## src/rtl/uart_pkg.sv

```systemverilog
package uart_pkg;

	// clk cycles per bit, kept small for short simulations
	localparam int BAUD_DIV   = 16;
	localparam int BAUD_CNT_W = $clog2(BAUD_DIV);

	// character width, one start and one stop bit around it
	localparam int DATA_BITS = 8;

	// status vector layout
	localparam int STATUS_BITS   = 5;
	localparam int ST_TX_BUSY    = 0;  // live copy of the transmitter
	localparam int ST_RX_READY   = 1;  // sticky, new character in rx_data
	localparam int ST_PARITY_ERR = 2;  // sticky
	localparam int ST_FRAME_ERR  = 3;  // sticky, stop bit seen low
	localparam int ST_OVERRUN    = 4;  // sticky, character lost

endpackage

```

## src/rtl/baud_gen.sv

```systemverilog
`timescale 1ns/1ps

module baud_gen import uart_pkg::*; (
	input  logic clk,
	input  logic rst_n,
	output logic baud_tick
);

	logic [BAUD_CNT_W-1:0] cnt;

	// free running from reset release
	always_ff @(posedge clk or negedge rst_n) begin
		if (!rst_n) begin
			cnt <= '0;
		end else if (cnt == BAUD_CNT_W'(BAUD_DIV - 1)) begin
			cnt <= '0;
		end else begin
			cnt <= cnt + 1'b1;
		end
	end

	assign baud_tick = (cnt == BAUD_CNT_W'(BAUD_DIV - 1));  // one clk per bit period

	// consumers count ticks, so a stretched pulse would double count a bit
	a_tick_single: assert property (
		@(posedge clk) disable iff (!rst_n)
		baud_tick |=> !baud_tick
	) else $error("baud_tick high on two consecutive cycles");

endmodule

```

## src/rtl/uart_tx.sv

```systemverilog
`timescale 1ns/1ps

module uart_tx import uart_pkg::*; (
	input  logic                 clk,
	input  logic                 rst_n,
	input  logic                 baud_tick,
	input  logic                 tx_en,
	input  logic                 n_parity,   // high means no parity bit
	input  logic                 ev_parity,  // even when high, odd otherwise
	input  logic                 tx_start,
	input  logic [DATA_BITS-1:0] txd_in,
	output logic                 tx_ok,
	output logic                 tx_busy,
	output logic                 txd
);

	typedef enum logic {
		TX_IDLE,
		TX_DATA
	} tx_state_t;

	tx_state_t              state;
	logic [3:0]             tx_cnt;     // ticks spent in the frame
	logic [3:0]             last_cnt;   // end count, latched at load
	logic [DATA_BITS+2:0]   txd_out_r;  // stop, parity, data, start
	logic                   par_bit;
	logic [DATA_BITS+2:0]   frame;

	// parity over the raw character, same rule the receiver checks
	assign par_bit = ev_parity ? ^txd_in : ~^txd_in;

	// without parity the spare slot is just a second high bit, never sent
	always_comb begin
		if (n_parity) begin
			frame = {2'b11, txd_in, 1'b0};
		end else begin
			frame = {1'b1, par_bit, txd_in, 1'b0};
		end
	end

	always_ff @(posedge clk or negedge rst_n) begin
		if (!rst_n) begin
			state     <= TX_IDLE;
			tx_cnt    <= '0;
			last_cnt  <= '0;
			txd_out_r <= '1;
		end else if (!tx_en) begin
			// disable aborts any frame in flight
			state     <= TX_IDLE;
			tx_cnt    <= '0;
			txd_out_r <= '1;
		end else if (baud_tick) begin
			case (state)
				TX_IDLE: begin
					if (tx_start) begin
						txd_out_r <= frame;
						tx_cnt    <= '0;
						// 10 ticks plain, 11 with parity
						last_cnt  <= n_parity ? 4'(DATA_BITS + 1) : 4'(DATA_BITS + 2);
						state     <= TX_DATA;
					end
				end
				TX_DATA: begin
					if (tx_cnt == last_cnt) begin
						state  <= TX_IDLE;  // stop bit already on the line
						tx_cnt <= '0;
					end else begin
						tx_cnt    <= tx_cnt + 1'b1;
						txd_out_r <= {1'b1, txd_out_r[DATA_BITS+2:1]};  // lsb first
					end
				end
				default: state <= TX_IDLE;
			endcase
		end
	end

	assign txd     = txd_out_r[0];
	assign tx_busy = (state == TX_DATA);
	assign tx_ok   = tx_en && (state == TX_IDLE);  // software polls this before writing

	// the line must rest at mark level between frames
	a_idle_mark: assert property (
		@(posedge clk) disable iff (!rst_n)
		(state == TX_IDLE) |-> txd
	) else $error("txd low while transmitter idle");

endmodule

```

## src/rtl/uart_rx.sv

```systemverilog
`timescale 1ns/1ps

module uart_rx import uart_pkg::*; (
	input  logic                 clk,
	input  logic                 rst_n,
	input  logic                 n_parity,
	input  logic                 ev_parity,
	input  logic                 rxd,
	output logic [DATA_BITS-1:0] rx_data,
	output logic                 rx_done,
	output logic                 rx_parity_bad,
	output logic                 rx_stop_bad
);

	typedef enum logic {
		RX_IDLE,
		RX_RECV
	} rx_state_t;

	rx_state_t             state;
	logic                  rxd_s1;
	logic                  rxd_s2;
	logic                  rxd_d;
	logic                  fall;
	logic                  sample;
	logic                  in_data;
	logic [BAUD_CNT_W-1:0] cnt;      // cycles to next sample point
	logic [3:0]            idx;      // 0 start, then data, parity, stop
	logic [3:0]            last_idx;
	logic                  par_en;
	logic                  ev_r;
	logic                  par_bit;
	logic                  par_exp;
	logic [DATA_BITS-1:0]  shift_r;

	// two flop synchronizer plus one more for edge detect
	always_ff @(posedge clk or negedge rst_n) begin
		if (!rst_n) begin
			rxd_s1 <= 1'b1;
			rxd_s2 <= 1'b1;
			rxd_d  <= 1'b1;
		end else begin
			rxd_s1 <= rxd;
			rxd_s2 <= rxd_s1;
			rxd_d  <= rxd_s2;
		end
	end

	assign fall     = rxd_d & ~rxd_s2;
	assign sample   = (state == RX_RECV) && (cnt == '0);
	assign in_data  = (idx != 4'd0) && (idx <= 4'(DATA_BITS));
	assign last_idx = par_en ? 4'(DATA_BITS + 2) : 4'(DATA_BITS + 1);
	assign par_exp  = ev_r ? ^shift_r : ~^shift_r;  // same rule as uart_tx

	always_ff @(posedge clk or negedge rst_n) begin
		if (!rst_n) begin
			state         <= RX_IDLE;
			cnt           <= '0;
			idx           <= '0;
			par_en        <= 1'b0;
			ev_r          <= 1'b0;
			rx_done       <= 1'b0;
			rx_parity_bad <= 1'b0;
			rx_stop_bad   <= 1'b0;
		end else begin
			rx_done       <= 1'b0;
			rx_parity_bad <= 1'b0;
			rx_stop_bad   <= 1'b0;
			case (state)
				RX_IDLE: begin
					if (fall) begin
						state  <= RX_RECV;
						cnt    <= BAUD_CNT_W'(BAUD_DIV / 2 - 1);  // aim at mid start bit
						idx    <= '0;
						par_en <= ~n_parity;
						ev_r   <= ev_parity;
					end
				end
				RX_RECV: begin
					if (cnt != '0) begin
						cnt <= cnt - 1'b1;
					end else begin
						cnt <= BAUD_CNT_W'(BAUD_DIV - 1);
						if (idx == 4'd0 && rxd_s2) begin
							state <= RX_IDLE;  // start bit gone high again
						end else if (idx == last_idx) begin
							state         <= RX_IDLE;
							rx_done       <= 1'b1;
							rx_stop_bad   <= ~rxd_s2;
							rx_parity_bad <= par_en && (par_bit != par_exp);
						end else begin
							idx <= idx + 1'b1;
						end
					end
				end
				default: state <= RX_IDLE;
			endcase
		end
	end

	// character assembly and parity capture
	always_ff @(posedge clk) begin
		if (sample && in_data) begin
			shift_r <= {rxd_s2, shift_r[DATA_BITS-1:1]};  // lsb arrives first
		end
		if (sample && par_en && idx == 4'(DATA_BITS + 1)) begin
			par_bit <= rxd_s2;
		end
		if (sample && idx == last_idx) begin
			rx_data <= shift_r;
		end
	end

	// error flags mean nothing outside the done pulse
	a_flags_with_done: assert property (
		@(posedge clk) disable iff (!rst_n)
		(rx_parity_bad || rx_stop_bad) |-> rx_done
	) else $error("rx error flag without rx_done");

endmodule

```

## src/rtl/line_status.sv

```systemverilog
`timescale 1ns/1ps

module line_status import uart_pkg::*; (
	input  logic                   clk,
	input  logic                   rst_n,
	input  logic                   tx_busy,
	input  logic                   rx_done,
	input  logic                   rx_parity_bad,
	input  logic                   rx_stop_bad,
	input  logic                   status_rd,
	output logic [STATUS_BITS-1:0] status
);

	always_ff @(posedge clk or negedge rst_n) begin
		if (!rst_n) begin
			status <= '0;
		end else begin
			status[ST_TX_BUSY] <= tx_busy;  // not sticky

			// set wins over a read in the same cycle
			if (rx_done) begin
				status[ST_RX_READY] <= 1'b1;
			end else if (status_rd) begin
				status[ST_RX_READY] <= 1'b0;
			end

			if (rx_done && rx_parity_bad) begin
				status[ST_PARITY_ERR] <= 1'b1;
			end else if (status_rd) begin
				status[ST_PARITY_ERR] <= 1'b0;
			end

			if (rx_done && rx_stop_bad) begin
				status[ST_FRAME_ERR] <= 1'b1;
			end else if (status_rd) begin
				status[ST_FRAME_ERR] <= 1'b0;
			end

			// previous character never read out
			if (rx_done && status[ST_RX_READY]) begin
				status[ST_OVERRUN] <= 1'b1;
			end else if (status_rd) begin
				status[ST_OVERRUN] <= 1'b0;
			end
		end
	end

	a_overrun_needs_ready: assert property (
		@(posedge clk) disable iff (!rst_n)
		$rose(status[ST_OVERRUN]) |-> $past(status[ST_RX_READY])
	) else $error("overrun flagged with no unread character");

endmodule

```

## src/rtl/uart_top.sv

```systemverilog
`timescale 1ns/1ps

module uart_top import uart_pkg::*; (
	input  logic                   clk,
	input  logic                   rst_n,
	input  logic                   tx_en,
	input  logic                   n_parity,
	input  logic                   ev_parity,
	input  logic                   tx_start,
	input  logic [DATA_BITS-1:0]   txd_in,
	input  logic                   status_rd,
	input  logic                   rxd,
	output logic                   txd,
	output logic                   tx_ok,
	output logic [DATA_BITS-1:0]   rx_data,
	output logic                   rx_done,
	output logic [STATUS_BITS-1:0] status
);

	logic baud_tick;
	logic tx_busy;
	logic rx_parity_bad;
	logic rx_stop_bad;

	baud_gen u_baud_gen (
		.clk       (clk),
		.rst_n     (rst_n),
		.baud_tick (baud_tick)
	);

	uart_tx u_uart_tx (
		.clk       (clk),
		.rst_n     (rst_n),
		.baud_tick (baud_tick),
		.tx_en     (tx_en),
		.n_parity  (n_parity),
		.ev_parity (ev_parity),
		.tx_start  (tx_start),
		.txd_in    (txd_in),
		.tx_ok     (tx_ok),
		.tx_busy   (tx_busy),
		.txd       (txd)
	);

	// receiver times itself from the start edge, no baud tick
	uart_rx u_uart_rx (
		.clk           (clk),
		.rst_n         (rst_n),
		.n_parity      (n_parity),
		.ev_parity     (ev_parity),
		.rxd           (rxd),
		.rx_data       (rx_data),
		.rx_done       (rx_done),
		.rx_parity_bad (rx_parity_bad),
		.rx_stop_bad   (rx_stop_bad)
	);

	line_status u_line_status (
		.clk           (clk),
		.rst_n         (rst_n),
		.tx_busy       (tx_busy),
		.rx_done       (rx_done),
		.rx_parity_bad (rx_parity_bad),
		.rx_stop_bad   (rx_stop_bad),
		.status_rd     (status_rd),
		.status        (status)
	);

endmodule

```

## config.mk

```make
export PLATFORM = sky130hd
export DESIGN_NAME = uart_top
export DESIGN_NICKNAME = d
export VERILOG_FILES = /design/src/rtl/uart_pkg.sv /design/src/rtl/baud_gen.sv /design/src/rtl/uart_tx.sv /design/src/rtl/uart_rx.sv /design/src/rtl/line_status.sv /design/src/rtl/uart_top.sv
export SDC_FILE = /design/constraint.sdc
export NUM_CORES = 1
export LEC_CHECK = 0
export BUFFER_PORTS_ARGS = -buffer_cell sky130_fd_sc_hd__clkbuf_2
export CELL_PAD_IN_SITES_DETAIL_PLACEMENT = 1
export CELL_PAD_IN_SITES_GLOBAL_PLACEMENT = 2
export CORE_ASPECT_RATIO = 1.1
export CORE_MARGIN = 2
export CORE_UTILIZATION = 42
export CTS_CLUSTER_DIAMETER = 150
export DETAILED_ROUTE_END_ITERATION = 12
export PLACE_DENSITY = 0.87
export SYNTH_ARGS = -nofsm -noshare
export SYNTH_HDL_FRONTEND = slang
export SYNTH_SLANG_ARGS = --single-unit
```

## constraint.sdc

```tcl
create_clock -name clk -period 5.2 [get_ports clk]
set_input_delay 0.78 -clock clk [delete_from_list [all_inputs] [get_ports clk]]
set_output_delay 0.78 -clock clk [all_outputs]
set_load 0.05 [all_outputs]
```

After elaboration in Yosys (flattened, before gate mapping) --
Cells that the tools add are included.
Word-level totals: register bits after elaboration 63, output and inout bits 16, input bits 16, word-level logic and storage cells 126
Operators by class: bitwise operators 5, $add $sub $neg 4, eq/ne operators 12, reduce and logical (&&, ||, !) cells 29, multiplexer cells 51, $lt $le $gt $ge 1
Operators with widths (count):
- $mux W11 | 4
- $mux W4 | 11
- $mux W1 | 27
- $pmux W4 S2 | 3
- $pmux W11 S2 | 1
- $reduce_xnor A8 Y1 | 2
- $reduce_xor A8 Y1 | 2
- $add A4 B1 Y4 const B | 3
- $logic_and A1 B1 Y1 | 12
- $mux W10 | 1
- $eq A4 B4 Y1 | 2
- $eq A4 B4 Y1 const B | 2
- $logic_not A4 Y1 | 2
- $reduce_and A4 Y1 | 2
- $reduce_bool A2 Y1 | 4
- $reduce_bool A4 Y1 | 2
- $ne A2 B2 Y1 const B | 3
- $ne A3 B3 Y1 const B | 2
- $le A4 B4 Y1 const B | 1
- $mux W2 | 2
- $ne A2 B1 Y1 const B | 2
- $not A1 Y1 | 4
- $pmux W1 S2 | 2
- $reduce_and A2 Y1 | 2
- 4 further kinds | 4

Longest topological paths before layout --
word-level depth 8, gate-level depth with buffers 7, depth with buffers taken out 7

Cells and area by module --
From an unflattened synthesis, not the netlist that was laid out.
Unflattened totals: cell total of the unflattened synthesis 219, area, all modules 2817.7 µm²
By module, submodules not included:
- uart_rx | cells each 101, times used 1, seq. area each 939.7 µm², area an instance 1413.9 µm²
- uart_tx | cells each 95, times used 1, seq. area each 462.9 µm², area an instance 1071.0 µm²
- baud_gen | cells each 13, times used 1, seq. area each 100.1 µm², area an instance 168.9 µm²
- line_status | cells each 10, times used 1, seq. area each 125.1 µm², area an instance 163.9 µm²

Least setup slack after synthesis --
Ideal clock, no wire load.
path type input to output, start point input port tx_en, end point output port tx_ok, setup slack 2.858 ns, data required time 4.420 ns, arrival time 1.562 ns, stages 1, path buffers 0, cells stage by stage nor2b_1
On the way: cells in the longest elaborated chain, start to end 1
RTL lines:
- start: declaration | RTL line uart_top.sv:6 | input logic tx_en,
- $logic_and A1 B1 Y1 | RTL line uart_tx.sv:79 | assign tx_ok = tx_en && (state == TX_IDLE);
- end: declaration | RTL line uart_top.sv:14 | output logic tx_ok,
No other way between the ends.

Worst setup path after layout --
Ends and elaborated chain as after synthesis.

==> results.yml <==
status:
  status: "finished clean"
power_and_ir_drop:
  finalPower_w: 0.00127
  p_sw_share_pct: 29.5
  ir_drop_mv: 0.160
  clockPowerShare_pct: 32.3
  p_sw_w: 0.000375
  combPwrFrac_pct: 19.0
  p_int_w: 0.000894
  p_per_area_nw_per_um2: 400
  pwr-share-seq_pct: 48.7
  p_leak_nw: 1.34
min_path:
  min_path_type: "register to register"
  min_to: "u_uart_rx.rxd_s2"
  hold_depth: 0
  worstHoldStart: "u_uart_rx.rxd_s1"
timing:
  rsz0062_at_grt: "no"
  fmax_mhz: 406
  fin_tns_setup_ns: 0
  finalSetupViolations: 0
  finalHoldViolCount: 0
  tightest_slew_ns: 0.741
  timing.final.crit_period_ns: 2.47
  fin_crit_sh_pct: 47.4
  relSlewSlack_pct: 50.6
  drv_slew: 0
  fin_skew_ns: 0.0118
logic_synthesis:
  yosys_warnings: 0
  syn-num-nets: 247
  synth_area_sq_um: 2750
  synth_cells: 225
  yosysSeqAreaShare_pct: 59.1
  synthFlopType: "dfrtp_1"
  synth-edff-count: 17
  syn_avg_cell_area_sq_um: 12.2
  ys_async_sr_fraction_pct: 72.1
  ys_types: 44
  ys_ff_latch: 61
die:
  core_area_sq_um: 6270
  dieWidth_um: 81.2
  io_pins: 32
  start_util_pct: 43.9
  die_h_um: 88.9
  die_area_sq_um: 7220
  rows: 30
setup_path:
  rrSetupSlack_ns: 3.07
  crit_arrival_ns: 1.69
  start_kind: "primary input"
  crit_type: "primary input to primary output"
  worstSetupEndpointType: "primary output"
  cp_slowest_cell: "clkbuf_2"
  r2r.worst_path.cells: 5
  critical_path.top_delay_family: "buffers and inverters"
  cpPeakStageDelay_ns: 0.33
  required_ns: 4.42
  worstReg2RegStart: "u_uart_tx.tx_busy"
  crit_fanout: 16
  cp.buffers_inverters: 2
  path_cells: "clkbuf_2 > nor2b_1 > clkbuf_2"
  rr_endpoint: "u_uart_tx.txd_out_r[0]"
  cp_common_cell: "clkbuf_2"
clocking:
  root_buffer: "clkbuf_8"
  htreeDepth: 3
  cts_hold_buffers: 0
  cts.sinks: 61
  cts_resized: 0
  cts_buffers: 9
  cts_setup_buffers: 0
  clockBufferDepth: 2
  clock_latency_ns: 0.34
  clk_pin_slew_worst_paths_ns: 0.06
  cts_tree: "built"
detailed_routing:
  routedWlPerCell_um: 16.1
  vias: 1824
  drt_wl_total_um: 5580
  drt-initial-drc-count: 111
  firstDrtPassIters: 4
  drc: 0
  ant_nets: 0
  routed_via_density: 5.26
place:
  dp_hpwl_um: 3920
  place.gp.congestion: 0.714
  io_buffers: 31
global_routing:
  grt_pass1_vias: 2006
  antenna_found_initial: 0
  grt_pass1_wl_um: 9390
  overflow: 0
  grt_max_degree: 45
  grt_use_total_pct: 17.8
final_layout:
  drive_above_1_share_pct: 25.8
  antenna_cells: 0
  area_delta_synth_final_pct: 15.2
  nNetsFinal: 284
  final_core_util_pct: 50.6
flow_run:
  max_cap_violations: 0
[power by group through the flow]
stage / registers, W / clock network [W] / logic (W)
after floorplan: 0.000606 / 0 / 0.000190
after global placement: 0.000623 / 0 / 0.000225
after detailed placement: 0.000626 / 0 / 0.000239
after CTS: 0.000617 / 0.000421 / 0.000246
after global routing: 0.000631 / 0.000445 / 0.000270
final: 0.000618 / 0.000410 / 0.000241
[sequential cells by signal, summed over array words and instances (netlist names), 3 cells and up]
register	cells
u_baud_gen.cnt	4
u_line_status.status	5
u_uart_rx.cnt	4
u_uart_rx.idx	4
u_uart_rx.rx_data	8
u_uart_rx.shift_r	8
u_uart_tx.last_cnt	3
u_uart_tx.tx_cnt	4
u_uart_tx.txd_out_r	10
[cells in the mapped netlist (2+ instances only)]
library cell | n | area share (%)
a21o_1 | 2 | 0.55
a21oi_1 | 12 | 2.2
a22o_1 | 4 | 1.3
a31oi_1 | 10 | 2.3
and2_1 | 3 | 0.68
and3_1 | 4 | 0.91
buf_6 | 2 | 0.82
dfrtp_1 | 31 | 28
dfstp_2 | 13 | 12
edfxtp_1 | 17 | 19
ha_1 | 6 | 2.7
inv_1 | 7 | 0.95
mux2_2 | 2 | 0.82
mux2i_1 | 9 | 3.3
nand2_1 | 11 | 1.5
nand3_1 | 4 | 0.73
nand3b_1 | 2 | 0.55
nor2_1 | 20 | 2.7
nor2b_1 | 5 | 1.1
nor3_1 | 6 | 1.1
o21a_1 | 2 | 0.55
o21ai_0 | 8 | 1.5
xnor2_1 | 20 | 6.4
xor2_1 | 5 | 1.6
[final cells by class]
class	instances	area [sq um]
Clock buffer	13	180
Clock inverter	3	17.5
Fill cell	660	3100
Inverter	7	26.3
Multi-Input combinational cell	151	1060
Sequential cell	61	1630
Tap cell	80	100
Timing Repair Buffer	32	163
[metal layers]
metal	wire length, um	vias to the layer above	track usage (%)	share of wire, %
li1	-	870	-	-
met5	0	-	0	0
met1	2450	911	21.3	44
met4	68	0	7.09	1.2
met3	214	5	5.25	3.8
met2	2840	38	30.3	51
[cell usage in the layout (no fill, tap or decap), types with 2 or more instances in the layout]
master    instances
and3_1            4
a21o_1            2
edfxtp_1         17
o21a_1            2
dfrtp_1          31
nand2_1          11
ha_1              6
nor2_1           20
clkinv_2          2
o21ai_0           8
mux2_2            2
nor2b_1           5
clkbuf_8         11
xor2_1            5
xnor2_1          20
dfstp_2          13
mux2i_1           9
clkbuf_2         31
and2_1            3
a31oi_1          10
nor3_1            6
nand3_1           4
nand3b_1          2
inv_1             7
a21oi_1          12
a22o_1            4
[cells by family after synthesis]
logic type	synth area share [%]
buffers and inverters	2.50
AOI/OAI and AO/OA	10.6
muxes	4.09
xor gates and xnor gates	7.95
DFF	59.1
adders and majority gates	2.73
and+or+nand+nor	13.0
[metrics by stage]
step	hold WS (ns)	area (sq um)	setup slack, ns	std cells
after floorplan	0.345	2750	2.86	225
after global placement	0.346	2970	2.74	331
after detailed placement	0.348	2970	2.74	331
after CTS	0.357	3170	2.74	347
after global routing	0.360	3170	2.62	347
final	0.356	3170	2.73	347
[worst max path at each step]
| stage | cells past startpoint | from | slack [ns] | to |
|---|---|---|---|---|
| finish | 3 | tx_en | 2.73 | tx_ok |
| global route | 2 | u_uart_tx.tx_busy | 2.62 | tx_ok |
| CTS | 3 | tx_en | 2.74 | tx_ok |
| detailed placement | 3 | tx_en | 2.74 | tx_ok |
| global placement | 3 | tx_en | 2.74 | tx_ok |
| floorplan | 1 | tx_en | 2.86 | tx_ok |
[worst reg2reg max path, stage by stage, from the launching register on]
cell,delay (ns)
dfrtp_1,0.82
o2111ai_2,0.26
and2_4,0.25
a31oi_4,0.45
nor2_1,0.09
a31oi_1,0.18
Note: power is estimated with default switching activity, not from simulation.
